### config.mk
export PLATFORM = sky130hd
export DESIGN_NAME = stream_fifo
export DESIGN_NICKNAME = d
export VERILOG_FILES = /design/src/rtl/stream_fifo.sv
export SDC_FILE = /design/constraint.sdc
export NUM_CORES = 1
export LEC_CHECK = 0
export CORE_MARGIN = 10
export CORE_UTILIZATION = 35
export DETAILED_ROUTE_END_ITERATION = 10
export DONT_BUFFER_PORTS = 1
export GPL_TIMING_DRIVEN = 1
export SYNTH_ARGS = -nofsm -noshare
export SYNTH_HDL_FRONTEND = slang
export SYNTH_SLANG_ARGS = --single-unit
### constraint.sdc
create_clock -name clk_i -period 3.6 [get_ports clk_i]
set_clock_uncertainty 0.1 [all_clocks]
set_input_delay 0.18 -clock clk_i [delete_from_list [all_inputs] [get_ports clk_i]]
set_output_delay 0.18 -clock clk_i [all_outputs]
set_load 0.05 [all_outputs]
### src/rtl/stream_fifo.sv
/*
 * Generic valid/ready FIFO built as a circular buffer.
 * Pop side turns valid one cycle after a push, no bypass path.
 */

module stream_fifo #(
  parameter int unsigned WIDTH = 32,
  parameter int unsigned DEPTH = 2
) (
  input  logic             clk_i,
  input  logic             rst_ni,
  input  logic             clear_i,
  input  logic             push_valid_i,
  input  logic [WIDTH-1:0] push_data_i,
  output logic             push_ready_o,
  output logic             pop_valid_o,
  output logic [WIDTH-1:0] pop_data_o,
  input  logic             pop_ready_i,
  output logic             empty_o
);

  localparam int unsigned PTR_W = (DEPTH > 1) ? $clog2(DEPTH) : 1;
  localparam int unsigned CNT_W = $clog2(DEPTH + 1);

  logic [WIDTH-1:0] mem_q [DEPTH];
  logic [PTR_W-1:0] wr_ptr_q, rd_ptr_q;
  logic [CNT_W-1:0] count_q;
  logic             push, pop;

  assign push_ready_o = (count_q != CNT_W'(DEPTH));
  assign pop_valid_o  = (count_q != '0);
  assign empty_o      = (count_q == '0);
  assign pop_data_o   = mem_q[rd_ptr_q];

  assign push = push_valid_i & push_ready_o;
  assign pop  = pop_valid_o & pop_ready_i;

  always_ff @(posedge clk_i or negedge rst_ni) begin
    if (!rst_ni) begin
      wr_ptr_q <= '0;
      rd_ptr_q <= '0;
      count_q  <= '0;
    end else if (clear_i) begin
      wr_ptr_q <= '0;
      rd_ptr_q <= '0;
      count_q  <= '0;
    end else begin
      if (push) begin
        wr_ptr_q <= (wr_ptr_q == PTR_W'(DEPTH - 1)) ? '0 : wr_ptr_q + 1'b1; // wrap at depth
      end
      if (pop) begin
        rd_ptr_q <= (rd_ptr_q == PTR_W'(DEPTH - 1)) ? '0 : rd_ptr_q + 1'b1;
      end
      if (push && !pop) begin
        count_q <= count_q + 1'b1;
      end else if (pop && !push) begin
        count_q <= count_q - 1'b1;
      end
    end
  end

  always_ff @(posedge clk_i) begin
    if (push) begin
      mem_q[wr_ptr_q] <= push_data_i; // storage only
    end
  end

endmodule : stream_fifo

==> results.sh <==
export IMPL_fmaxAchievable_mhz=419.0
export IMPL_routed_antenna_nets=0
export IMPL_hold_ws_ps=20.24
export IMPL_critical_path_top_delay_family="buffers and inverters"
export IMPL_chipWidth_um=105.5
export IMPL_via_count=1241
export IMPL_starting_density_of_the_core=0.3564
export IMPL_cts_tree="built"
export IMPL_die_height_um=105.5
export IMPL_synth_top_cells_by_area="edfxtp_1, mux2_1, dfrtp_1"
export IMPL_gp_routability_congestion=0.6521
export IMPL_finalInstanceArea_um2=3252
export IMPL_final_nets=211
export IMPL_largest_area_contributor_in_the_synthesized_netlist="edfxtp_1"
export IMPL_top_library_cells_by_usage_in_the_layout_fill_and_taps_aside="edfxtp_1, dlygate4sd3_1, mux2_1"
export IMPL_critical_path_buf_inv_count=2
export IMPL_global_route_overflow_total=0
export IMPL_routed_wirelength_um=5017
export IMPL_routed_via_density=4.416
export IMPL_power_share_sequential=0.519
export IMPL_synth_seq_cells=68
export IMPL_power_combinational_fraction=0.157
export IMPL_max_slew_worst_pin_slew_ps=725.3
export IMPL_clock_insertion_delay_worst_skew_ps=330
export IMPL_min_period_over_period=0.6630
export IMPL_final_hold_violation_count=0
export IMPL_synth_top_cell_area_share=0.7515
export IMPL_sw_frac_of_total=0.2756
export IMPL_critical_path_required_ps=3540
export IMPL_clockBufferDepth=2
export IMPL_p_leak_uw=0.001110
export IMPL_worst_ep_arrival_time_ps=2330
export IMPL_ioPinCount=72
export IMPL_place_area_um2=2680
export IMPL_setup_viol=0
export IMPL_grt_first_pass_wirelength_um=7672
export IMPL_cells_along_the_critical_path="nand2b_1 -> nand3b_1 -> inv_1 -> buf_12"
export IMPL_cts_inserted_buffers=9
export IMPL_fin_crit_ps=2387
export IMPL_ys_warnings_count=0
export IMPL_die_area_um2=11130
export IMPL_totalPowerFinal_uw=1795
export IMPL_post_drt_wl_per_cell_um=17.85
export IMPL_syn_mean_instance_area_um2=20.30
export IMPL_flow_area_growth_from_synthesis_pct=27.15
export IMPL_detail_route_iter0_violations=29
export IMPL_htreeDepth=3
export IMPL_run_status="complete, no violations"
export IMPL_drt_pass1_iterations=4
export IMPL_worstPathMaxFanout=17
export IMPL_fin_setup_tns_ps=0
export IMPL_core_region_area_um2=7176
export IMPL_initial_antenna_violation_count=3
export IMPL_maxCapViolations=0
export IMPL_clock_sinks=68
export IMPL_row_count=31
export IMPL_gr_usage_all_layers=0.09268
export IMPL_worstSetupStartpointType="flop"
export IMPL_proportion_of_synthesized_chip_area_in_sequential_cells=0.7906
export IMPL_cell_area_power_density_nw_per_um2=552.1
export IMPL_slew_limit_headroom=0.5164
export IMPL_worst_path_max_stage_delay_ps=580
export IMPL_dpl_hpwl_um=3526
export IMPL_total_switching_power_uw=494.8
export IMPL_post_cts_clock_slew_at_the_launch_and_capture_registers_of_the_worst_setup_and_hold_paths_ps=70
export IMPL_post_synth_instance_area_um2=2557
export IMPL_synth_cell_types=19
export IMPL_fraction_of_power_consumed_by_the_clock_network=0.323
export IMPL_portBuffers=0
export IMPL_synth_fp_nets=163
export IMPL_cts_root_buf="clkbuf_8"
export IMPL_timing_worst_setup_path_type="flop to flop"
export IMPL_detail_route_drc_violations=0
export IMPL_hp_class="primary input to async pin"
export IMPL_cp_end_kind="flop"
export IMPL_final_max_slew_violation_count=0
export IMPL_cellInternalPower_uw=1300
export IMPL_pin_count_of_the_biggest_net_entering_global_routing=18
export IMPL_vdd_drop_max_uv=248.3
export IMPL_grt_pass1_vias=1419
export IMPL_slowest_stage="inv_1"
export IMPL_final_common_cell="edfxtp_1"
export IMPL_cts_repair_timing_setup_buffer_count=0
export IMPL_drive_gt1_frac=0.1006
export IMPL_syn_inst=126
export IMPL_cts_hold_repair_buffers=38
export IMPL_unrepaired_setup_endpoints_after_global_routing="false"
export IMPL_cts_resized=0
[power groups by stage]
stage | registers, µW | logic (µW) | clock network, µW
after floorplan | 939 | 228 | 0
after global placement | 946 | 243 | 0
after detailed placement | 950 | 245 | 0
after CTS | 933 | 287 | 602
after global routing | 936 | 296 | 650
final | 932 | 283 | 581
[layout make-up]
class                   count  area [µm²]
diodes                      3       7.507
clock buffers              11       131.4
clock inverters             5       52.55
fillers                   625        3924
inverters                   3       11.26
multi-input cells          50       480.5
flip-flops and latches     68        2022
well taps                  99       123.9
repair buffers             42       422.9
[flip-flops by register name, indices dropped and copies added, names as in the netlist]
| signal | cells |
|---|---|
| mem_q | 64 |
| count_q | 2 |
| rd_ptr_q | 1 |
| wr_ptr_q | 1 |
[layer usage]
layer / vias up / track usage / share of wire / routed length, µm
met5: - / 0 / 0 / 0
met4: 0 / 0.05000 / 0.011 / 57
met3: 7 / 0.04811 / 0.067 / 338
met2: 50 / 0.1453 / 0.49 / 2477
met1: 598 / 0.09985 / 0.43 / 2145
li1: 586 / - / - / -
[Yosys cell counts]
library cell	count
a21bo_1	1
a21o_1	1
a21oi_1	4
and3_1	1
buf_2	2
buf_6	3
dfrtp_1	4
edfxtp_1	64
inv_1	3
mux2_1	32
mux2i_1	1
nand2b_1	1
nand3b_1	2
nor2_1	1
nor3b_1	1
o211ai_1	1
o21ai_0	1
or2_1	2
xor2_1	1
[metrics by stage]
stage                     std cells  worst slack [ps]  utilization
after floorplan                 126              1282            -
after global placement          224              1306       0.3735
after detailed placement        224              1202       0.3735
after CTS                       278              1133       0.4521
after global routing            281              1031       0.4532
final                           281              1213       0.4532
[cell families (layout without fill, tap and decap cells)]
logic type,after synthesis,after routing,synth area share
other cells,0,3,0
compound gates,8,8,0.01957
flops,68,68,0.7906
buf+inv,8,61,0.02153
mux,33,33,0.1448
xor+xnor,1,1,0.003425
simple gates,8,8,0.02006
[path summary, 6_finish.rpt]
kind / from / end / slack, ps / cells past startpoint
min in group clk_i: pop_ready_i / rd_ptr_q$_DFFE_PN0P_ / 30 / 3
setup reg to reg: count_q[0]$_DFFE_PN0P_ / mem_q[0][14]$_DFFE_PP_ / 1210 / 4
max in group asynchronous: rst_ni / rd_ptr_q$_DFFE_PN0P_ / 3200 / 1
hold reg to reg: count_q[0]$_DFFE_PN0P_ / count_q[1]$_DFFE_PN0P_ / 540 / 2
hold / removal: rst_ni / wr_ptr_q$_DFFE_PN0P_ / 20 / 1
setup / recovery: count_q[0]$_DFFE_PN0P_ / mem_q[0][14]$_DFFE_PP_ / 1210 / 4
Note: power is estimated with default switching activity, not from simulation.
