File: src/rtl/tcdm_pkg.sv
/*
 * Memory bus widths and vector types of the scratchpad port.
 * Shared by the scratchpad and the source core read master.
 */

package tcdm_pkg;

  localparam int unsigned ADDR_W = 32;
  localparam int unsigned WORD_W = 32;
  localparam int unsigned WINDOW_W = 2 * WORD_W;

  // scratchpad size in 32-bit words
  localparam int unsigned MEM_WORDS = 256;
  localparam int unsigned IDX_W = $clog2(MEM_WORDS);

  // byte address as seen by the streamer
  typedef logic [ADDR_W-1:0] addr_t;

  // one memory or stream item
  typedef logic [WORD_W-1:0] word_t;

  // two consecutive words, lower address in the low half
  typedef logic [WINDOW_W-1:0] window_t;

  // word index into the array
  typedef logic [IDX_W-1:0] word_idx_t;

endpackage : tcdm_pkg

File: src/rtl/streamer_pkg.sv
/*
 * Control widths, controller states and queue depths of the source streamer.
 * Used by the address generator, the source core and the top level.
 */

package streamer_pkg;

  localparam int unsigned LEN_W = 16;
  localparam int unsigned STRIDE_W = 32;
  localparam int unsigned OFFS_W = 2;

  // address queue between generator and core
  localparam int unsigned ADDR_FIFO_DEPTH = 2;

  // offset queue, must cover read latency plus outstanding beats
  localparam int unsigned OFFS_FIFO_DEPTH = 4;

  // item count of one run
  typedef logic [LEN_W-1:0] len_t;

  // byte distance between items
  typedef logic [STRIDE_W-1:0] stride_t;

  // byte offset inside a word
  typedef logic [OFFS_W-1:0] offs_t;

  typedef enum logic [1:0] {
    IDLE    = 2'd0,
    WORKING = 2'd1,
    DONE    = 2'd2
  } streamer_state_e;

endpackage : streamer_pkg

File: src/rtl/addr_gen.sv
/*
 * Strided byte-address generator for one run of items.
 * Loaded on presample, then steps by the stride on every accepted address.
 */

module addr_gen (
  input  logic              clk_i,
  input  logic              rst_ni,
  input  logic              clear_i,
  input  logic              enable_i,
  input  logic              presample_i,
  input  tcdm_pkg::addr_t   base_addr_i,
  input  streamer_pkg::stride_t stride_i,
  input  streamer_pkg::len_t    len_i,
  output logic              addr_valid_o,
  output tcdm_pkg::addr_t   addr_o,
  input  logic              addr_ready_i,
  output logic              done_o
);

  import tcdm_pkg::*;
  import streamer_pkg::*;

  addr_t addr_q;
  len_t  remaining_q;
  logic  done_q;
  logic  accept;

  assign addr_valid_o = enable_i & (remaining_q != '0);
  assign addr_o       = addr_q;
  assign done_o       = done_q;
  assign accept       = addr_valid_o & addr_ready_i;

  always_ff @(posedge clk_i or negedge rst_ni) begin
    if (!rst_ni) begin
      addr_q      <= '0;
      remaining_q <= '0;
      done_q      <= 1'b0;
    end else if (clear_i) begin
      addr_q      <= '0;
      remaining_q <= '0;
      done_q      <= 1'b0;
    end else if (presample_i) begin
      addr_q      <= base_addr_i;
      remaining_q <= len_i;
      done_q      <= (len_i == '0); // empty run ends at once
    end else if (accept) begin
      addr_q      <= addr_q + stride_i;
      remaining_q <= remaining_q - 1'b1;
      if (remaining_q == len_t'(1)) begin
        done_q <= 1'b1; // last address taken
      end
    end
  end

endmodule : addr_gen

File: config.mk
export PLATFORM = sky130hd
export DESIGN_NAME = addr_gen
export DESIGN_NICKNAME = d
export VERILOG_FILES = /design/src/rtl/tcdm_pkg.sv /design/src/rtl/streamer_pkg.sv /design/src/rtl/addr_gen.sv
export SDC_FILE = /design/constraint.sdc
export NUM_CORES = 1
export LEC_CHECK = 0
export BUFFER_PORTS_ARGS = -buffer_cell sky130_fd_sc_hd__buf_4
export CORE_MARGIN = 2
export CORE_UTILIZATION = 30
export DETAILED_ROUTE_END_ITERATION = 12
export PLACE_DENSITY = 0.61
export SLEW_MARGIN = 20
export SYNTH_ARGS = -nofsm -noshare
export SYNTH_HDL_FRONTEND = slang
export SYNTH_SLANG_ARGS = --single-unit
File: constraint.sdc
create_clock -name clk_i -period 6.85 [get_ports clk_i]
set_clock_uncertainty 0.1 [all_clocks]
set_input_delay 0.685 -clock clk_i [delete_from_list [all_inputs] [get_ports clk_i]]
set_output_delay 0.685 -clock clk_i [all_outputs]
set_load 0.005 [all_outputs]
==> results of run 1 <==
synthesized netlist by cell type, types with 5 or more instances:
cell,instances
o21bai_1,5
nor4_1,11
nor3_1,11
or3_1,6
o21a_1,9
o21ai_0,33
a211oi_1,17
a311oi_1,9
dfrtp_1,49
nand3_1,5
a31oi_1,6
and3_1,5
xnor2_1,29
clkbuf_1,20
a21o_1,10
xor2_1,8
a21oi_1,59
a221oi_1,10
inv_1,14
ha_1,34
nor2_1,52
nand2_1,69
power by group:
part           total (W)  switching, W  internal (W)  leakage, nW
sequential      0.000333     0.0000222      0.000311        0.641
combinational   0.000344      0.000184      0.000159         1.76
clock           0.000292      0.000118      0.000174       0.0810
total           0.000968      0.000325      0.000644         2.48
area by class of cell:
| cell class | count | area share [%] |
|---|---|---|
| Clock buffer | 6 | 2.39 |
| Clock inverter | 2 | 0.718 |
| Inverter | 14 | 0.973 |
| Multi-Input combinational cell | 438 | 52.2 |
| Sequential cell | 49 | 22.7 |
| Tap cell | 180 | 4.17 |
| Timing Repair Buffer | 121 | 16.8 |
registers in the layout, indices dropped and copies added, names as in the netlist:
| signal | cells |
|---|---|
| addr_o | 32 |
| remaining_q | 16 |
| done_o | 1 |
path summary, 6_finish.rpt:
| check | slack (ps) | to | startpoint | cells past startpoint |
|---|---|---|---|---|
| worst max register to register | 3780 | addr_o[22] | addr_o[0] | 10 |
| worst max-delay path | 3680 | addr_o[22] | stride_i[0] | 11 |
| worst min register to register | 480 | addr_o[8] | addr_o[8] | 2 |
| min in group clk_i | 480 | addr_o[8] | addr_o[8] | 2 |
| max in group asynchronous | 5870 | remaining_q[15] | rst_ni | 1 |
| worst min-delay path | 330 | addr_o[13] | rst_ni | 1 |
worst reg2reg max path, stage by stage (launching register included):
cell and delay [ps]:
dfrtp_1 400, ha_1 230, fa_1 420, a21o_1 230
a31oi_1 270, nor2_1 160, a221o_1 390, a31oi_1 230
xnor2_1 140, nor3_1 60, a2111oi_0 330
through the flow:
step	cells	hold WS, ps
6_report	810	327
3_5_place_dp	802	474
3_3_place_gp	802	456
2_1_floorplan	529	289
5_1_grt	810	391
4_1_cts	810	358
routing by layer:
layer | vias up | GRT usage [%] | part of all wire, %
met2 | 146 | 30.2 | 47
met4 | 0 | 5.10 | 1.6
met3 | 17 | 3.90 | 6.9
met5 | - | 0 | 0
li1 | 2151 | - | -
met1 | 2073 | 23.4 | 45
kinds of logic (layout without fill, tap and decap cells):
group	count (synthesis)	count (layout)	synth area share, %
AND/OR/NAND/NOR	184	184	20.8
AO/OA/AOI/OAI	180	180	27.2
flip-flops	49	49	29.0
buffers and inverters	42	143	4.32
XOR/XNOR	37	37	7.66
adder cells (fa/ha/maj)	35	35	10.5
multiplexers	2	2	0.474
==> results.json, run 1 <==
{
  "status": "finished, final reports clean",
  "critPathCaptureType": "register",
  "die_area_um2": 15100,
  "die_h_um": 123,
  "ir_drop_mv": 0.0944,
  "max_slew.worst_pin.slew_ps": 681,
  "nFillCells": 1434,
  "n_antenna_cell": 0,
  "synth_top_area_share_pct": 29.0,
  "cp.buffers_inverters": 1,
  "synth_edf_count": 0,
  "crit_path_start_kind": "primary input",
  "async_flop_share_pct": 100,
  "min_period_ps": 3170,
  "clock-sinks": 49,
  "crit_type": "primary input to register",
  "initial_core_util_pct": 30.6,
  "synth-warning-count": 0,
  "cts-hold-fix-buffers": 0,
  "viasPerCell": 5.42,
  "cts.htree.levels": 2,
  "worst_ep_required_time_ps": 6930,
  "place_area_um2": 5230,
  "area_growth_pct": 27.7,
  "layout-drive-gt1-share_pct": 21.7,
  "seq_area_um2": 1230,
  "hold_viol": 0,
  "wl_per_cell_um": 16.6,
  "layout_commonest_cell": "buf_4",
  "maxSlewViolCount": 0,
  "leakage_nw": 2.48,
  "overflow": 0,
  "cts.repair.resized": 0,
  "die_x_um": 123,
  "postSynthCellCount": 529,
  "core_area_um2": 13800,
  "fmax_mhz": 315,
  "first_global_vias": 4360,
  "cts_made_buffers": 5,
  "synth_fp_nets": 650,
  "setup_ws_ps": 3680,
  "crit_path_cell_trace": "buf_4 > ha_1 > fa_1 > a21o_1 > a31oi_1 > nor2_1 > a221o_1 > a31oi_1 > xnor2_1 > nor3_1 > a2111oi_0",
  "cpMaxStageDelayCell": "fa_1",
  "netlist_area_um2": 4230,
  "finalPower_w": 0.000968,
  "portBuffers": 119,
  "drt_first_iter_violations": 242,
  "cts_setup_buffers": 0,
  "fin_tns_setup_ps": 0,
  "fin_crit_sh_pct": 46.3,
  "vias": 4387,
  "yosysUniqueCellTypes": 58,
  "gr-usage-all-layers_pct": 18.1,
  "avgSynthCellArea_um2": 7.99,
  "pre_cts_slack_ps": 3400,
  "cts_buffer_depth": 2,
  "cp_common_cell": "a31oi_1",
  "power_density_nw_per_um2": 179,
  "rsz0062_at_grt": "false",
  "cp_top_family": "compound AO/OA/AOI/OAI gates",
  "grt_pass1_wl_um": 21600,
  "multi_input_area_um2": 2820,
  "ys_seq_area_share_pct": 29.0,
  "synthTopCellsByArea": "dfrtp_1, ha_1, a21oi_1",
  "cp.arrival_ps": 3250,
  "fin_area_um2": 5400,
  "antenna_left": 0,
  "cts-root-buf": "clkbuf_16",
  "ioPinCount": 120,
  "std_cell_rows": 43,
  "dp_hpwl_um": 9810,
  "cts_tree": "yes",
  "clkLatencyLatePin_ps": 300,
  "max_cap_violations": 0,
  "setup_viol": 0,
  "place_congestion": 0.893,
  "crit_path_max_fanout": 4,
  "antenna_found_initial": 0,
  "hold_path_class": "primary input to asynchronous set/reset pin",
  "max-slew-margin-rel_pct": 54.6,
  "synth-main-ff-cell": "dfrtp_1",
  "drc": 0,
  "synth_top_area_cell": "dfrtp_1",
  "clkSlewWorstSetupHoldPaths_ps": 70,
  "cpPeakStageDelay_ps": 420,
  "routed_wirelength_um": 13400,
  "grt_max_degree": 53,
  "nNetsFinal": 750,
  "drt-pass1-iter-count": 5,
  "final_core_util_pct": 39.0,
  "synth_seq_cells": 49,
  "final_cell_mix": "buf_4, nand2_1, a21oi_1"
}
No activity file was read; power rests on OpenSTA's default activity.
==> inputs of run 2 (changes only) <==
--- a/config.mk
+++ b/config.mk
@@ -5,11 +5,12 @@
 export SDC_FILE = /design/constraint.sdc
 export NUM_CORES = 1
 export LEC_CHECK = 0
+export ABC_AREA = 1
 export BUFFER_PORTS_ARGS = -buffer_cell sky130_fd_sc_hd__buf_4
 export CORE_MARGIN = 2
 export CORE_UTILIZATION = 30
 export DETAILED_ROUTE_END_ITERATION = 12
-export PLACE_DENSITY = 0.61
+export PLACE_DENSITY = 0.6
 export SLEW_MARGIN = 20
 export SYNTH_ARGS = -nofsm -noshare
 export SYNTH_HDL_FRONTEND = slang
==> constraint.sdc (replaced) <==
create_clock -name clk_i -period 3.2 [get_ports clk_i]
set_clock_uncertainty 0.1 [all_clocks]
set_input_delay 0.32 -clock clk_i [delete_from_list [all_inputs] [get_ports clk_i]]
set_output_delay 0.32 -clock clk_i [all_outputs]
set_load 0.005 [all_outputs]
==> run 2 against run 1 <==
Synthesized area up 20%. Sequential cell count is the same. Clock power grew to 2.5 times the previous value. Cell area is 18% higher. Register-to-register slack got worse by 3000 ps. Critical endpoint is now addr_o[8].
==> results.json, run 2 <==
{
  "status": "finished, final reports clean",
  "grt_max_degree": 50,
  "worst_ep_required_time_ps": 3300,
  "max_slew.worst_pin.slew_ps": 770,
  "critPathCaptureType": "register",
  "crit_type": "register to register",
  "clkLatencyLatePin_ps": 310,
  "hold_viol": 0,
  "min_period_ps": 2410,
  "synth_common_cells": "nand2_1, inv_1, nor2_1",
  "cts.htree.levels": 2,
  "synthTopCellsByArea": "nand2_1, dfrtp_1, inv_1",
  "std_cell_rows": 47,
  "postSynthCellCount": 869,
  "antenna_left": 0,
  "synth_edf_count": 0,
  "place_congestion": 0.935,
  "vias": 5511,
  "die_x_um": 134,
  "leakage_nw": 3.70,
  "gr-usage-all-layers_pct": 18.2,
  "async_flop_share_pct": 100,
  "layout_commonest_cell": "nand2_1",
  "area_growth_pct": 25.1,
  "routed_wirelength_um": 16100,
  "n_antenna_cell": 0,
  "nNetsFinal": 1100,
  "initial_core_util_pct": 30.7,
  "wl_per_cell_um": 13.4,
  "first_global_vias": 5280,
  "cts-root-buf": "clkbuf_16",
  "viasPerCell": 4.59,
  "overflow": 0,
  "synth_top_area_share_pct": 24.9,
  "cts_buffer_depth": 2,
  "pre_cts_slack_ps": 746,
  "netlist_area_um2": 5080,
  "setup_ws_ps": 791,
  "die_area_um2": 18000,
  "largest_register_ffs": 32,
  "synth_top_area_cell": "nand2_1",
  "fin_crit_sh_pct": 75.3,
  "antenna_found_initial": 0,
  "nFillCells": 1835,
  "drt-pass1-iter-count": 5,
  "drc": 0,
  "clkSlewWorstSetupHoldPaths_ps": 80,
  "ioPinCount": 120,
  "ir_drop_mv": 0.226,
  "clock-sinks": 49,
  "drt_first_iter_violations": 244,
  "setup_viol": 0,
  "final_cell_mix": "nand2_1, inv_1, buf_4",
  "synth-main-ff-cell": "dfrtp_1",
  "hold_path_class": "primary input to register",
  "crit_path_start_kind": "register",
  "portBuffers": 119,
  "dp_hpwl_um": 12300,
  "final_core_util_pct": 38.4,
  "max_cap_violations": 0,
  "synth_seq_cells": 49,
  "synth_fp_nets": 990,
  "cts_made_buffers": 5,
  "power_density_nw_per_um2": 424,
  "avgSynthCellArea_um2": 5.85,
  "fmax_mhz": 415,
  "synth-warning-count": 0,
  "cts_tree": "yes",
  "yosysUniqueCellTypes": 36,
  "cp.arrival_ps": 2510,
  "synth_most_common_cell": "nand2_1",
  "crit_path_max_fanout": 5,
  "layout-drive-gt1-share_pct": 14.7,
  "grt_pass1_wl_um": 26100,
  "fin_tns_setup_ps": 0,
  "rsz0062_at_grt": "false",
  "core_area_um2": 16600,
  "max-slew-margin-rel_pct": 48.6,
  "die_h_um": 134,
  "cts.repair.resized": 0,
  "ys_seq_area_share_pct": 24.1,
  "maxSlewViolCount": 0
}
## run 2: changes by cell type in the layout (fill, tap and decap cells not counted), sizes merged, moves of 10 or more
cell,change
nor2,+54
nand2,+272
xnor2,-23
a211oi,-17
a221oi,-10
a21oi,-35
inv,+122
nand3,+53
## run 2: cell type report
| class | instances | area [um^2] | area share (%) |
|---|---|---|---|
| clock buffer | 5 | 125 | 1.97 |
| multi-input combinational | 666 | 3230 | 50.7 |
| tap | 220 | 275 | 4.33 |
| inverter | 135 | 507 | 7.97 |
| clock inverter | 3 | 68.8 | 1.08 |
| timing repair buffer | 122 | 931 | 14.6 |
| sequential | 49 | 1230 | 19.3 |
## run 2: worst paths after layout
kind                            slack [ps]  cells past startpoint             end       start
worst max-delay path                   790                     11       addr_o[8]   addr_o[0]
worst min-delay path                    90                      2          done_o     clear_i
worst max register to register         790                     11       addr_o[8]   addr_o[0]
worst min register to register         420                      2      addr_o[12]  addr_o[12]
max in group asynchronous             2000                      2      addr_o[18]      rst_ni
min in group asynchronous              510                      2  remaining_q[2]      rst_ni
## run 2: metrics by stage
stage	hold slack, ps	cells	total power (W)	area, um^2
floorplan	-75.6	869	0.00156	5080
global placement	326	1191	0.00197	6160
detailed placement	320	1191	0.00197	6160
CTS	78.2	1200	0.00271	6360
global route	74.9	1200	0.00292	6360
finish	90.6	1200	0.00270	6360
## run 2: kinds of logic after synthesis
| kind of cell | Yosys count | share of synthesized area, % |
|---|---|---|
| fa+ha+maj | 35 | 8.76 |
| simple gates | 527 | 42.0 |
| flops | 49 | 24.1 |
| xor+xnor | 16 | 2.76 |
| buf+inv | 154 | 12.4 |
| mux | 3 | 0.591 |
| compound gates | 85 | 9.43 |
## run 2: worst max-delay path, cell delays in order, from the launching register on
cell,delay [ps]
dfrtp_1,400
ha_1,230
fa_1,460
nand3_1,110
nand3_1,130
nand2_1,100
nand3_1,170
or2_2,330
nand2_1,60
nand2_1,40
o211ai_1,100
nand2_1,60
## run 2: what timing repair did
item	4_1_cts	5_1_grt
buffers inserted	0	0
hold buffers	1	0
endpoints found under the hold margin	44	0
## run 2: per-layer routing
metal,share of wire (%),vias to the layer above,global-route usage [%]
met5,0,-,0
met4,2.3,0,5.20
met3,5.6,24,3.59
met2,45,148,30.5
met1,47,2423,23.7
li1,-,2916,-
## run 2: report_power, final
| part | switching (W) | total (W) | internal [W] | leakage (nW) |
|---|---|---|---|---|
| logic | 0.000716 | 0.00119 | 0.000476 | 2.98 |
| clock network | 0.000279 | 0.000731 | 0.000452 | 0.0944 |
| registers | 0.0000786 | 0.000774 | 0.000696 | 0.632 |
| total | 0.00107 | 0.00270 | 0.00162 | 3.70 |
