$ cat src/rtl/tcdm_pkg.sv
/*
 * Memory bus widths and vector types of the scratchpad port.
 * Shared by the scratchpad and the source core read master.
 */

package tcdm_pkg;

  localparam int unsigned ADDR_W = 32;
  localparam int unsigned WORD_W = 32;
  localparam int unsigned WINDOW_W = 2 * WORD_W;

  // scratchpad size in 32-bit words
  localparam int unsigned MEM_WORDS = 256;
  localparam int unsigned IDX_W = $clog2(MEM_WORDS);

  // byte address as seen by the streamer
  typedef logic [ADDR_W-1:0] addr_t;

  // one memory or stream item
  typedef logic [WORD_W-1:0] word_t;

  // two consecutive words, lower address in the low half
  typedef logic [WINDOW_W-1:0] window_t;

  // word index into the array
  typedef logic [IDX_W-1:0] word_idx_t;

endpackage : tcdm_pkg

$ cat src/rtl/streamer_pkg.sv
/*
 * Control widths, controller states and queue depths of the source streamer.
 * Used by the address generator, the source core and the top level.
 */

package streamer_pkg;

  localparam int unsigned LEN_W = 16;
  localparam int unsigned STRIDE_W = 32;
  localparam int unsigned OFFS_W = 2;

  // address queue between generator and core
  localparam int unsigned ADDR_FIFO_DEPTH = 2;

  // offset queue, must cover read latency plus outstanding beats
  localparam int unsigned OFFS_FIFO_DEPTH = 4;

  // item count of one run
  typedef logic [LEN_W-1:0] len_t;

  // byte distance between items
  typedef logic [STRIDE_W-1:0] stride_t;

  // byte offset inside a word
  typedef logic [OFFS_W-1:0] offs_t;

  typedef enum logic [1:0] {
    IDLE    = 2'd0,
    WORKING = 2'd1,
    DONE    = 2'd2
  } streamer_state_e;

endpackage : streamer_pkg

$ cat src/rtl/stream_fifo.sv
/*
 * Generic valid/ready FIFO built as a circular buffer.
 * Pop side turns valid one cycle after a push, no bypass path.
 */

module stream_fifo #(
  parameter int unsigned WIDTH = 32,
  parameter int unsigned DEPTH = 2
) (
  input  logic             clk_i,
  input  logic             rst_ni,
  input  logic             clear_i,
  input  logic             push_valid_i,
  input  logic [WIDTH-1:0] push_data_i,
  output logic             push_ready_o,
  output logic             pop_valid_o,
  output logic [WIDTH-1:0] pop_data_o,
  input  logic             pop_ready_i,
  output logic             empty_o
);

  localparam int unsigned PTR_W = (DEPTH > 1) ? $clog2(DEPTH) : 1;
  localparam int unsigned CNT_W = $clog2(DEPTH + 1);

  logic [WIDTH-1:0] mem_q [DEPTH];
  logic [PTR_W-1:0] wr_ptr_q, rd_ptr_q;
  logic [CNT_W-1:0] count_q;
  logic             push, pop;

  assign push_ready_o = (count_q != CNT_W'(DEPTH));
  assign pop_valid_o  = (count_q != '0);
  assign empty_o      = (count_q == '0);
  assign pop_data_o   = mem_q[rd_ptr_q];

  assign push = push_valid_i & push_ready_o;
  assign pop  = pop_valid_o & pop_ready_i;

  always_ff @(posedge clk_i or negedge rst_ni) begin
    if (!rst_ni) begin
      wr_ptr_q <= '0;
      rd_ptr_q <= '0;
      count_q  <= '0;
    end else if (clear_i) begin
      wr_ptr_q <= '0;
      rd_ptr_q <= '0;
      count_q  <= '0;
    end else begin
      if (push) begin
        wr_ptr_q <= (wr_ptr_q == PTR_W'(DEPTH - 1)) ? '0 : wr_ptr_q + 1'b1; // wrap at depth
      end
      if (pop) begin
        rd_ptr_q <= (rd_ptr_q == PTR_W'(DEPTH - 1)) ? '0 : rd_ptr_q + 1'b1;
      end
      if (push && !pop) begin
        count_q <= count_q + 1'b1;
      end else if (pop && !push) begin
        count_q <= count_q - 1'b1;
      end
    end
  end

  always_ff @(posedge clk_i) begin
    if (push) begin
      mem_q[wr_ptr_q] <= push_data_i; // storage only
    end
  end

endmodule : stream_fifo

$ cat src/rtl/core_source.sv
/*
 * Source core of the streamer: controller, memory read master and realigner.
 * Reads word-aligned windows, shifts them by the queued byte offset and
 * holds the beat under back-pressure, counting beats to detect the end.
 */

module core_source (
  input  logic                 clk_i,
  input  logic                 rst_ni,
  input  logic                 clear_i,
  input  logic                 start_i,
  input  streamer_pkg::len_t   len_i,
  input  logic                 gen_done_i,
  output logic                 gen_enable_o,
  output logic                 gen_presample_o,
  output logic                 gen_clear_o,
  input  logic                 fifo_valid_i,
  input  tcdm_pkg::addr_t      fifo_addr_i,
  input  logic                 fifo_empty_i,
  output logic                 fifo_ready_o,
  output logic                 mem_req_o,
  output tcdm_pkg::word_idx_t  mem_idx_o,
  input  logic                 mem_gnt_i,
  input  logic                 mem_rvalid_i,
  input  tcdm_pkg::window_t    mem_rdata_i,
  output logic                 stream_valid_o,
  input  logic                 stream_ready_i,
  output tcdm_pkg::word_t      stream_data_o,
  output logic                 ready_start_o,
  output logic                 done_o
);

  import tcdm_pkg::*;
  import streamer_pkg::*;

  streamer_state_e state_q, state_d;

  window_t hold_q;
  logic    hold_valid_q;
  window_t window;
  window_t shifted;
  offs_t   offs_push, offs_pop;
  logic    offs_valid;
  logic    granted;
  logic    beat;
  len_t    cnt_q;
  logic    cnt_clr;

  // read master, one request per queued address
  assign mem_req_o    = (state_q != IDLE) & fifo_valid_i & stream_ready_i & ~clear_i;
  assign mem_idx_o    = fifo_addr_i[IDX_W+1:2]; // word-aligned index
  assign granted      = mem_req_o & mem_gnt_i;
  assign fifo_ready_o = granted;
  assign offs_push    = fifo_addr_i[OFFS_W-1:0];

  stream_fifo #(
    .WIDTH ( $bits(offs_t)   ),
    .DEPTH ( OFFS_FIFO_DEPTH )
  ) i_offs_fifo (
    .clk_i        ( clk_i      ),
    .rst_ni       ( rst_ni     ),
    .clear_i      ( clear_i    ),
    .push_valid_i ( granted    ),
    .push_data_i  ( offs_push  ),
    .push_ready_o (            ),
    .pop_valid_o  ( offs_valid ),
    .pop_data_o   ( offs_pop   ),
    .pop_ready_i  ( beat       ),
    .empty_o      (            )
  );

  // realigner on the fresh window or the held one
  assign window         = mem_rvalid_i ? mem_rdata_i : hold_q;
  assign shifted        = window >> {offs_pop, 3'b000};
  assign stream_data_o  = shifted[WORD_W-1:0];
  assign stream_valid_o = (mem_rvalid_i | hold_valid_q) & offs_valid & ~clear_i;
  assign beat           = stream_valid_o & stream_ready_i;

  always_ff @(posedge clk_i or negedge rst_ni) begin
    if (!rst_ni) begin
      hold_valid_q <= 1'b0;
    end else if (clear_i) begin
      hold_valid_q <= 1'b0;
    end else if (beat) begin
      hold_valid_q <= 1'b0;
    end else if (mem_rvalid_i) begin
      hold_valid_q <= 1'b1; // beat stalled by the sink
    end
  end

  always_ff @(posedge clk_i) begin
    if (mem_rvalid_i) begin
      hold_q <= mem_rdata_i;
    end
  end

  // controller
  always_ff @(posedge clk_i or negedge rst_ni) begin
    if (!rst_ni) begin
      state_q <= IDLE;
    end else if (clear_i) begin
      state_q <= IDLE;
    end else begin
      state_q <= state_d;
    end
  end

  always_comb begin
    state_d         = state_q;
    ready_start_o   = 1'b0;
    done_o          = 1'b0;
    gen_enable_o    = 1'b0;
    gen_presample_o = 1'b0;
    gen_clear_o     = clear_i;
    cnt_clr         = 1'b0;
    case (state_q)
      IDLE: begin
        ready_start_o = 1'b1;
        if (start_i) begin
          state_d         = WORKING;
          gen_enable_o    = 1'b1;
          gen_presample_o = 1'b1;
        end
      end
      WORKING: begin
        gen_enable_o = 1'b1;
        if (gen_done_i) begin
          state_d = DONE;
        end
      end
      DONE: begin
        gen_enable_o = 1'b1;
        if (fifo_empty_i && (cnt_q == len_i)) begin
          state_d      = IDLE;
          done_o       = 1'b1;
          gen_enable_o = 1'b0;
          gen_clear_o  = 1'b1; // rearm generator
          cnt_clr      = 1'b1;
        end
      end
      default: begin
        state_d = IDLE;
      end
    endcase
  end

  // beat counter
  always_ff @(posedge clk_i or negedge rst_ni) begin
    if (!rst_ni) begin
      cnt_q <= '0;
    end else if (clear_i || cnt_clr) begin
      cnt_q <= '0;
    end else if (beat) begin
      cnt_q <= cnt_q + 1'b1;
    end
  end

endmodule : core_source

$ cat config.mk
export PLATFORM = sky130hd
export DESIGN_NAME = core_source
export DESIGN_NICKNAME = d
export VERILOG_FILES = /design/src/rtl/tcdm_pkg.sv /design/src/rtl/streamer_pkg.sv /design/src/rtl/stream_fifo.sv /design/src/rtl/core_source.sv
export SDC_FILE = /design/constraint.sdc
export NUM_CORES = 1
export LEC_CHECK = 0
export ABC_AREA = 1
export CORE_MARGIN = 4
export CORE_UTILIZATION = 60
export CTS_CLUSTER_DIAMETER = 40
export DETAILED_ROUTE_END_ITERATION = 12
export DONT_BUFFER_PORTS = 1
export GPL_ROUTABILITY_DRIVEN = 0
export PLACE_DENSITY = 0.76
export SKIP_LAST_GASP = 1
export SLEW_MARGIN = 20
export SYNTH_ARGS = -nofsm -noshare
export SYNTH_HDL_FRONTEND = slang
export SYNTH_HIERARCHICAL = 1
export SYNTH_SLANG_ARGS = --single-unit
$ cat constraint.sdc
create_clock -name clk_i -period 6.4 [get_ports clk_i]
set_clock_uncertainty 0.05 [all_clocks]
set_input_delay 1.6 -clock clk_i [delete_from_list [all_inputs] [get_ports clk_i]]
set_output_delay 1.6 -clock clk_i [all_outputs]
set_load 0.05 [all_outputs]
==> out/metrics.yaml, run 1 <==
grt:
  overflow: 0
  grt_pass1_vias: 4323
  antenna_found_initial: 0
  track_usage_pct: 24.4
  grt_start_max_net_pins: 59
  grt_pass1_wl_mm: 19.8
synthesis:
  syn_area_sq_mm: 0.00496
  synth_fp_nets: 829
  yosys_warnings: 6
  postSynthCellCount: 701
  synth_area_per_cell_sq_um: 7.07
setup_path:
  cp_max_fo: 4
  crit_end: "gen_enable_o"
  reg2reg_to: "i_offs_fifo/count_q[2]$_DFFE_PN0P_"
  crit_path_start_kind: "flip-flop"
  critPathKind: "reg -> out"
  reg2reg_depth: 12
  crit_path_end_kind: "output port"
  required_ps: 4750
  cp.arrival_ps: 3100
  startpoint: "state_q[0]$_DFFE_PN0P_"
  slowest_delay_ps: 850
  cpMostUsedCell: "nor2_1"
  r2r-start: "state_q[0]$_DFFE_PN0P_"
  slowest_stage: "nor2_1"
  rrSetupSlack_ps: 3230
  path_cells: "nor2_1, inv_1, nor2_1, nand3b_1"
cells_and_area:
  stdcell_count: 814
  final_common_cell: "nand2_1"
  ff_latch_area_sq_mm: 0.00201
  nets: 836
  drive_gt1_share_pct: 13.1
  fillers: 685
  multi_input_area_sq_mm: 0.00250
  final_cell_mix: "nand2_1, nor2_1, inv_1, dfxtp_1, o21ai_0"
  areaGrowthSynthToFinish_pct: 7.47
  n_antenna_cell: 0
timing:
  final-hold-violation-count: 0
  final_max_slew_viol_count: 0
  fin_crit_ps: 4750
  rsz0062_at_grt: "false"
  setup_viol: 0
  fin_setup_tns_ps: 0
  tightest_slew_ps: 1120
  fmax_mhz: 211
  relSlewSlack_pct: 25.0
  period_share_pct: 74.2
pwr:
  p_leak_nw: 2.59
  vdd_ir_drop_max_uv: 166
  power.share.sequential_pct: 47.7
  comb_power_share_pct: 26.2
  p_sw_mw: 0.461
  internal_power_mw: 0.846
  cellPowerDensity_mw_per_mm2: 245
  swShare_pct: 35.3
  clkPwrFrac_pct: 26.1
cts:
  clock_sinks: 90
  cts_tree: "done"
  root_buffer: "clkbuf_8"
  cts_buffers: 9
  clk-insertion-delay-late_ps: 340
  ctsResizeCount: 0
  cts.path.max_buffers: 2
  cts.hold.buffers_added: 0
  clkSlewWorstSetupHoldPaths_ps: 90
  cts_setup_buffers: 0
  cts_max_level: 3
drt:
  drc: 0
  wl_mm: 11.7
  drt_iter0_markers: 244
  firstDrtPassIters: 4
  via_count: 4426
  wire_per_inst_um: 14.4
  drtAntennaViolNets: 0
  via_per_inst: 5.44
run:
  max_cap_viol_count: 0
floorplanning:
  num_io_pins: 170
  die_w_um: 98.9
  die_h_um: 98.9
  core_sq_mm: 0.00789
  initial_core_util_pct: 62.9
  die_area_sq_mm: 0.00978
  rows: 32
placement:
  port-buffer-count: 0
  dp.cells: 799
  dp_hpwl_mm: 8.72
outcome:
  status: "finished, final reports clean"
hold_path:
  hold_path_class: "reg -> reg"
==> how the worst min path moves through the flow <==
stage	from	end	slack [ps]	cells after the start
global placement	hold_q[51]$_DFF_P_	hold_q[51]$_DFF_P_	370	2
global route	hold_q[51]$_DFF_P_	hold_q[51]$_DFF_P_	420	2
CTS	hold_q[20]$_DFF_P_	hold_q[20]$_DFF_P_	400	2
floorplan	hold_q[49]$_DFF_P_	hold_q[49]$_DFF_P_	360	2
detailed placement	hold_q[20]$_DFF_P_	hold_q[20]$_DFF_P_	380	2
finish	hold_q[52]$_DFF_P_	hold_q[52]$_DFF_P_	400	2
==> sequential cells by signal, summed over array words and instances (netlist names) <==
register and cells:
i_offs_fifo/rd_ptr_q 2, hold_valid_q 1, cnt_q 16, i_offs_fifo/mem_q 8
i_offs_fifo/count_q 3, hold_q 56, i_offs_fifo/wr_ptr_q 2, state_q 2
==> cell type report <==
cell class	instances	share of cell area, %
clock buffers	9	2.32
multi-input cells	506	47.0
inverters	65	4.67
clock inverters	6	0.775
well taps	102	2.39
flip-flops and latches	90	37.8
repair buffers	36	5.07
==> worst max-delay path: cells and delay by family (launching register included) <==
kind / cells / cell delay [ps]
buffers and inverters: 1 / 200
and+or+nand+nor: 3 / 2130
DFF: 1 / 420
==> through the flow <==
stage	area [sq um]	power, mW	setup slack (ps)	hold slack (ps)	util, %
after floorplan	4960	0.920	1440	361	-
after global placement	5160	0.970	1790	374	65.5
after detailed placement	5160	0.977	1770	381	65.5
after CTS	5330	1.32	1620	403	67.6
after global routing	5330	1.37	1430	420	67.6
final	5330	1.31	1650	397	67.6
==> power groups by stage <==
stage	Combinational [mW]	Clock, mW	Sequential (mW)
final	0.342	0.341	0.624
after global routing	0.372	0.373	0.629
after CTS	0.341	0.350	0.624
after detailed placement	0.341	0	0.637
after global placement	0.335	0	0.635
after floorplan	0.287	0	0.633
==> metal layers <==
| metal | up-vias | track usage (%) | share of wire, % |
|---|---|---|---|
| li1 | 2257 | - | - |
| met1 | 2014 | 33.7 | 44 |
| met2 | 143 | 39.0 | 47 |
| met3 | 12 | 5.87 | 8.0 |
| met4 | 0 | 5.46 | 0.67 |
| met5 | - | 0 | 0 |
Note: power is estimated with default switching activity, not from simulation.
==> run 2: changes to the inputs <==
clock period = 4.9 ns   (was 6.4 ns; I/O delays follow)
==> out/metrics.yaml, run 2 (synthesis gave the netlist of run 1 again) <==
setup_path:
  r2r-start: "state_q[0]$_DFFE_PN0P_"
  worst-path-stages: 8
  crit_path_start_kind: "flip-flop"
  reg2reg_depth: 13
  reg2reg_to: "i_offs_fifo/count_q[2]$_DFFE_PN0P_"
  startpoint: "i_offs_fifo/rd_ptr_q[0]$_DFFE_PN0P_"
  critPathTopFamily: "buffers and inverters"
  required_ps: 3620
  cp.arrival_ps: 2800
  slowest_stage: "inv_1"
  cp_max_fo: 28
  crit_path_end_kind: "output port"
  path_cells: "inv_1, o21ai_0, o22ai_4, inv_1, buf_4, o21ai_0, a22oi_1, buf_4"
  crit_end: "stream_data_o[3]"
  rrSetupSlack_ps: 2150
  critPathKind: "reg -> out"
  slowest_delay_ps: 570
  worstPathBufferInverterCount: 4
placement:
  pre_cts_ws_ps: 1020
  port-buffer-count: 0
  place_area_sq_mm: 0.00519
  dp_hpwl_mm: 8.99
cells_and_area:
  top_regs: "hold_q: 56 flops, cnt_q: 16 flops, i_offs_fifo/mem_q: 8 flops"
  top_register: "hold_q"
  final_cell_mix: "nand2_1, nor2_1, inv_1, dfxtp_1, o21ai_0"
  n_antenna_cell: 0
  nets: 839
  final_common_cell: "nand2_1"
  largest_reg_flops: 56
  areaGrowthSynthToFinish_pct: 8.53
  drive_gt1_share_pct: 13.4
  design_area_sq_mm: 0.00538
timing:
  final-hold-violation-count: 0
  final_max_slew_viol_count: 0
  setup_slack_ps: 822
  period_share_pct: 83.2
  tightest_slew_ps: 1000
  fin_setup_tns_ps: 0
  rsz0062_at_grt: "false"
  fmax_mhz: 245
  relSlewSlack_pct: 32.9
  fin_crit_ps: 4080
  setup_viol: 0
pwr:
  swShare_pct: 34.9
  vdd_ir_drop_max_uv: 201
  p_sw_mw: 0.614
  power.share.sequential_pct: 46.3
  internal_power_mw: 1.15
  clkPwrFrac_pct: 27.9
  p_leak_nw: 2.61
  cellPowerDensity_mw_per_mm2: 327
  comb_power_share_pct: 25.8
outcome:
  status: "finished, final reports clean"
hold_path:
  hp-start: "hold_q[23]$_DFF_P_"
  hold_path_class: "reg -> reg"
cts:
  clock_sinks: 90
  cts.hold.buffers_added: 0
  cts_tree: "done"
  cts.path.max_buffers: 2
  cts_setup_buffers: 0
  cts_max_level: 3
  cts_buffers: 9
  clkSlewWorstSetupHoldPaths_ps: 90
  ctsResizeCount: 0
  root_buffer: "clkbuf_8"
  clk-insertion-delay-late_ps: 340
grt:
  grt_start_max_net_pins: 59
  antenna_found_initial: 0
  track_usage_pct: 25.0
  grt_pass1_vias: 4312
  grt_pass1_wl_mm: 20.1
  overflow: 0
drt:
  via_count: 4433
  firstDrtPassIters: 4
  via_per_inst: 5.42
  drc: 0
  drtAntennaViolNets: 0
  wl_mm: 12.1
  drt_iter0_markers: 285
  wire_per_inst_um: 14.8
floorplanning:
  initial_core_util_pct: 62.9
  die_h_um: 98.9
  core_sq_mm: 0.00789
  die_w_um: 98.9
  die_area_sq_mm: 0.00978
  rows: 32
  num_io_pins: 170
run:
  max_cap_viol_count: 0
[run 2: worst min path at each step]
stage	slack (ps)	to	cells after the start
floorplan	360	hold_q[49]$_DFF_P_	2
global placement	380	hold_q[50]$_DFF_P_	2
detailed placement	380	hold_q[22]$_DFF_P_	2
CTS	410	hold_q[49]$_DFF_P_	2
global route	430	hold_q[1]$_DFF_P_	2
finish	400	hold_q[23]$_DFF_P_	2
[run 2: layer usage]
metal | up-vias | wire length, um | global-route usage [%] | share of wire [%]
met5 | - | 0 | 0 | 0
met4 | 0 | 160 | 7.67 | 1.3
met3 | 19 | 1000 | 5.38 | 8.3
met2 | 159 | 5700 | 39.4 | 47
met1 | 1999 | 5250 | 34.5 | 43
li1 | 2256 | - | - | -
[run 2: final cells by class]
| cell class | instances | area, sq um |
|---|---|---|
| fillers | 667 | 2510 |
| multi-input cells | 506 | 2500 |
| flip-flops and latches | 90 | 2010 |
| repair buffers | 39 | 293 |
| inverters | 65 | 249 |
| clock buffers | 11 | 153 |
| well taps | 102 | 128 |
| clock inverters | 5 | 42.5 |
[run 2: power groups by stage]
stage / Clock, mW / Sequential [mW] / Combinational [mW]
finish: 0.491 / 0.816 / 0.453
global placement: 0 / 0.830 / 0.442
global route: 0.535 / 0.821 / 0.491
floorplan: 0 / 0.827 / 0.375
detailed placement: 0 / 0.832 / 0.450
CTS: 0.502 / 0.816 / 0.452
[run 2: per-stage QoR]
stage / instances / hold WS (ps) / util [%] / power (mW)
2_1_floorplan: 701 / 361 / - / 1.20
3_3_place_gp: 802 / 377 / 65.8 / 1.27
3_5_place_dp: 802 / 384 / 65.8 / 1.28
4_1_cts: 818 / 407 / 68.2 / 1.77
5_1_grt: 818 / 433 / 68.2 / 1.85
6_report: 818 / 405 / 68.2 / 1.76
[run 2: tightest hold or removal path, delay by kind of cell, from the launching register on]
| kind | cells | cell delay (ps) |
|---|---|---|
| flops | 1 | 320 |
| simple gates | 2 | 110 |
==> run 3: changes to the inputs <==
CORE_UTILIZATION = 58   (was 60)
clock period = 3.61 ns   (was 4.9 ns; I/O delays follow)
==> out/metrics.yaml, run 3 (synthesis gave the netlist of run 1 again) <==
outcome:
  status: "finished, final reports clean"
cells_and_area:
  multi_input_area_sq_mm: 0.00249
  design_area_sq_mm: 0.00538
  final_cell_mix: "nand2_1, nor2_1, inv_1, dfxtp_1, o21ai_0"
  largest_reg_flops: 56
  drive_gt1_share_pct: 13.6
  fillers: 746
  final_util_pct: 65.2
  top_register: "hold_q"
  n_antenna_cell: 0
  ff_latch_area_sq_mm: 0.00201
  final_common_cell: "nand2_1"
  areaGrowthSynthToFinish_pct: 8.53
  nets: 842
  top_regs: "hold_q: 56 flops, cnt_q: 16 flops, i_offs_fifo/mem_q: 8 flops"
grt:
  overflow: 0
  grt_pass1_vias: 4228
  grt_pass1_wl_mm: 19.6
  track_usage_pct: 24.2
  grt_start_max_net_pins: 59
  antenna_found_initial: 0
cts:
  ctsResizeCount: 0
  cts_max_level: 3
  cts.hold.buffers_added: 0
  clkSlewWorstSetupHoldPaths_ps: 90
  clock_sinks: 90
  clk-insertion-delay-late_ps: 350
  cts.path.max_buffers: 2
  root_buffer: "clkbuf_8"
  cts_setup_buffers: 0
  cts_buffers: 9
  cts_tree: "done"
pwr:
  cellPowerDensity_mw_per_mm2: 436
  p_leak_nw: 2.62
  total_power_mw: 2.35
  vdd_ir_drop_max_uv: 249
drt:
  wire_per_inst_um: 14.6
  via_per_inst: 5.47
  drc: 0
  firstDrtPassIters: 5
  drt_iter0_markers: 177
  wl_mm: 12.1
  drtAntennaViolNets: 0
  via_count: 4505
setup_path:
  critPathKind: "reg -> out"
  reg2reg_to: "i_offs_fifo/count_q[2]$_DFFE_PN0P_"
  r2r-start: "i_offs_fifo/count_q[2]$_DFFE_PN0P_"
  cp.arrival_ps: 2380
  required_ps: 2660
  rrSetupSlack_ps: 990
  cp_max_fo: 21
  reg2reg_depth: 15
  crit_path_end_kind: "output port"
  crit_path_start_kind: "flip-flop"
placement:
  port-buffer-count: 0
  place_area_sq_mm: 0.00521
  dp_hpwl_mm: 9.10
floorplanning:
  core_sq_mm: 0.00826
  num_io_pins: 170
  initial_core_util_pct: 60.0
  rows: 33
  die_h_um: 100
  die_w_um: 100
  die_area_sq_mm: 0.0101
timing:
  rsz0062_at_grt: "false"
  period_share_pct: 92.3
  final_max_slew_viol_count: 0
  setup_viol: 0
  fin_crit_ps: 3330
  fin_setup_tns_ps: 0
  relSlewSlack_pct: 59.5
  fmax_mhz: 300
  final-hold-violation-count: 0
  tightest_slew_ps: 608
hold_path:
  hold_path_class: "in -> async"
run:
  max_cap_viol_count: 0
-- run 3: cell count changes in the layout (fill, tap and decap cells not counted) --
| cell | previous run | this run |
|---|---|---|
| buf_4 | 39 | 41 |
| o22ai_2 | 0 | 2 |
| o22ai_4 | 2 | 0 |
| buf_12 | 0 | 1 |
| clkbuf_1 | 1 | 2 |
| clkbuf_16 | 1 | 0 |
| inv_4 | 2 | 3 |
| inv_6 | 2 | 1 |
-- run 3: worst max-delay path, cell delays in order, from the launching register on --
cell	delay, ps
dfrtp_1	430
inv_1	130
o21ai_0	210
o22ai_2	110
inv_1	460
o21ai_0	210
o22ai_1	230
buf_4	230
-- run 3: power by group --
group,internal (mW),switching (mW),total (mW)
Clock,0.257,0.359,0.616
Combinational,0.183,0.439,0.622
Sequential,1.08,0.0285,1.11
Total,1.52,0.827,2.35
-- run 3: metal layers --
layer	wire length (um)	track usage (%)	up-vias
li1	-	-	2265
met3	1020	4.91	21
met5	0	0	-
met1	4910	31.6	2055
met2	5840	39.7	164
met4	301	9.12	0
-- run 3: layout make-up --
cell class / count / area share (%)
Timing Repair Buffer: 42 / 6.09
Inverter: 65 / 4.63
Tap cell: 105 / 2.44
Sequential cell: 90 / 37.4
Multi-Input combinational cell: 506 / 46.3
Clock buffer: 11 / 2.44
Clock inverter: 5 / 0.744
-- run 3: how the worst max path moves through the flow --
stage	slack (ps)	endpoint	from	cells past startpoint
2_1_floorplan	40	stream_data_o[15]	mem_rvalid_i	7
3_3_place_gp	510	stream_data_o[8]	mem_rvalid_i	9
3_5_place_dp	440	stream_data_o[6]	mem_rvalid_i	9
4_1_cts	270	stream_data_o[11]	i_offs_fifo/rd_ptr_q[0]$_DFFE_PN0P_	7
5_1_grt	30	stream_data_o[6]	i_offs_fifo/rd_ptr_q[0]$_DFFE_PN0P_	8
6_report	280	stream_data_o[11]	i_offs_fifo/rd_ptr_q[0]$_DFFE_PN0P_	7
-- run 3: per-stage QoR --
stage | hold slack [ps] | std cells | worst slack, ps
2_1_floorplan | 361 | 701 | 40.4
3_3_place_gp | 373 | 808 | 508
3_5_place_dp | 381 | 808 | 444
4_1_cts | 168 | 824 | 269
5_1_grt | 158 | 824 | 27.2
6_report | 190 | 824 | 277
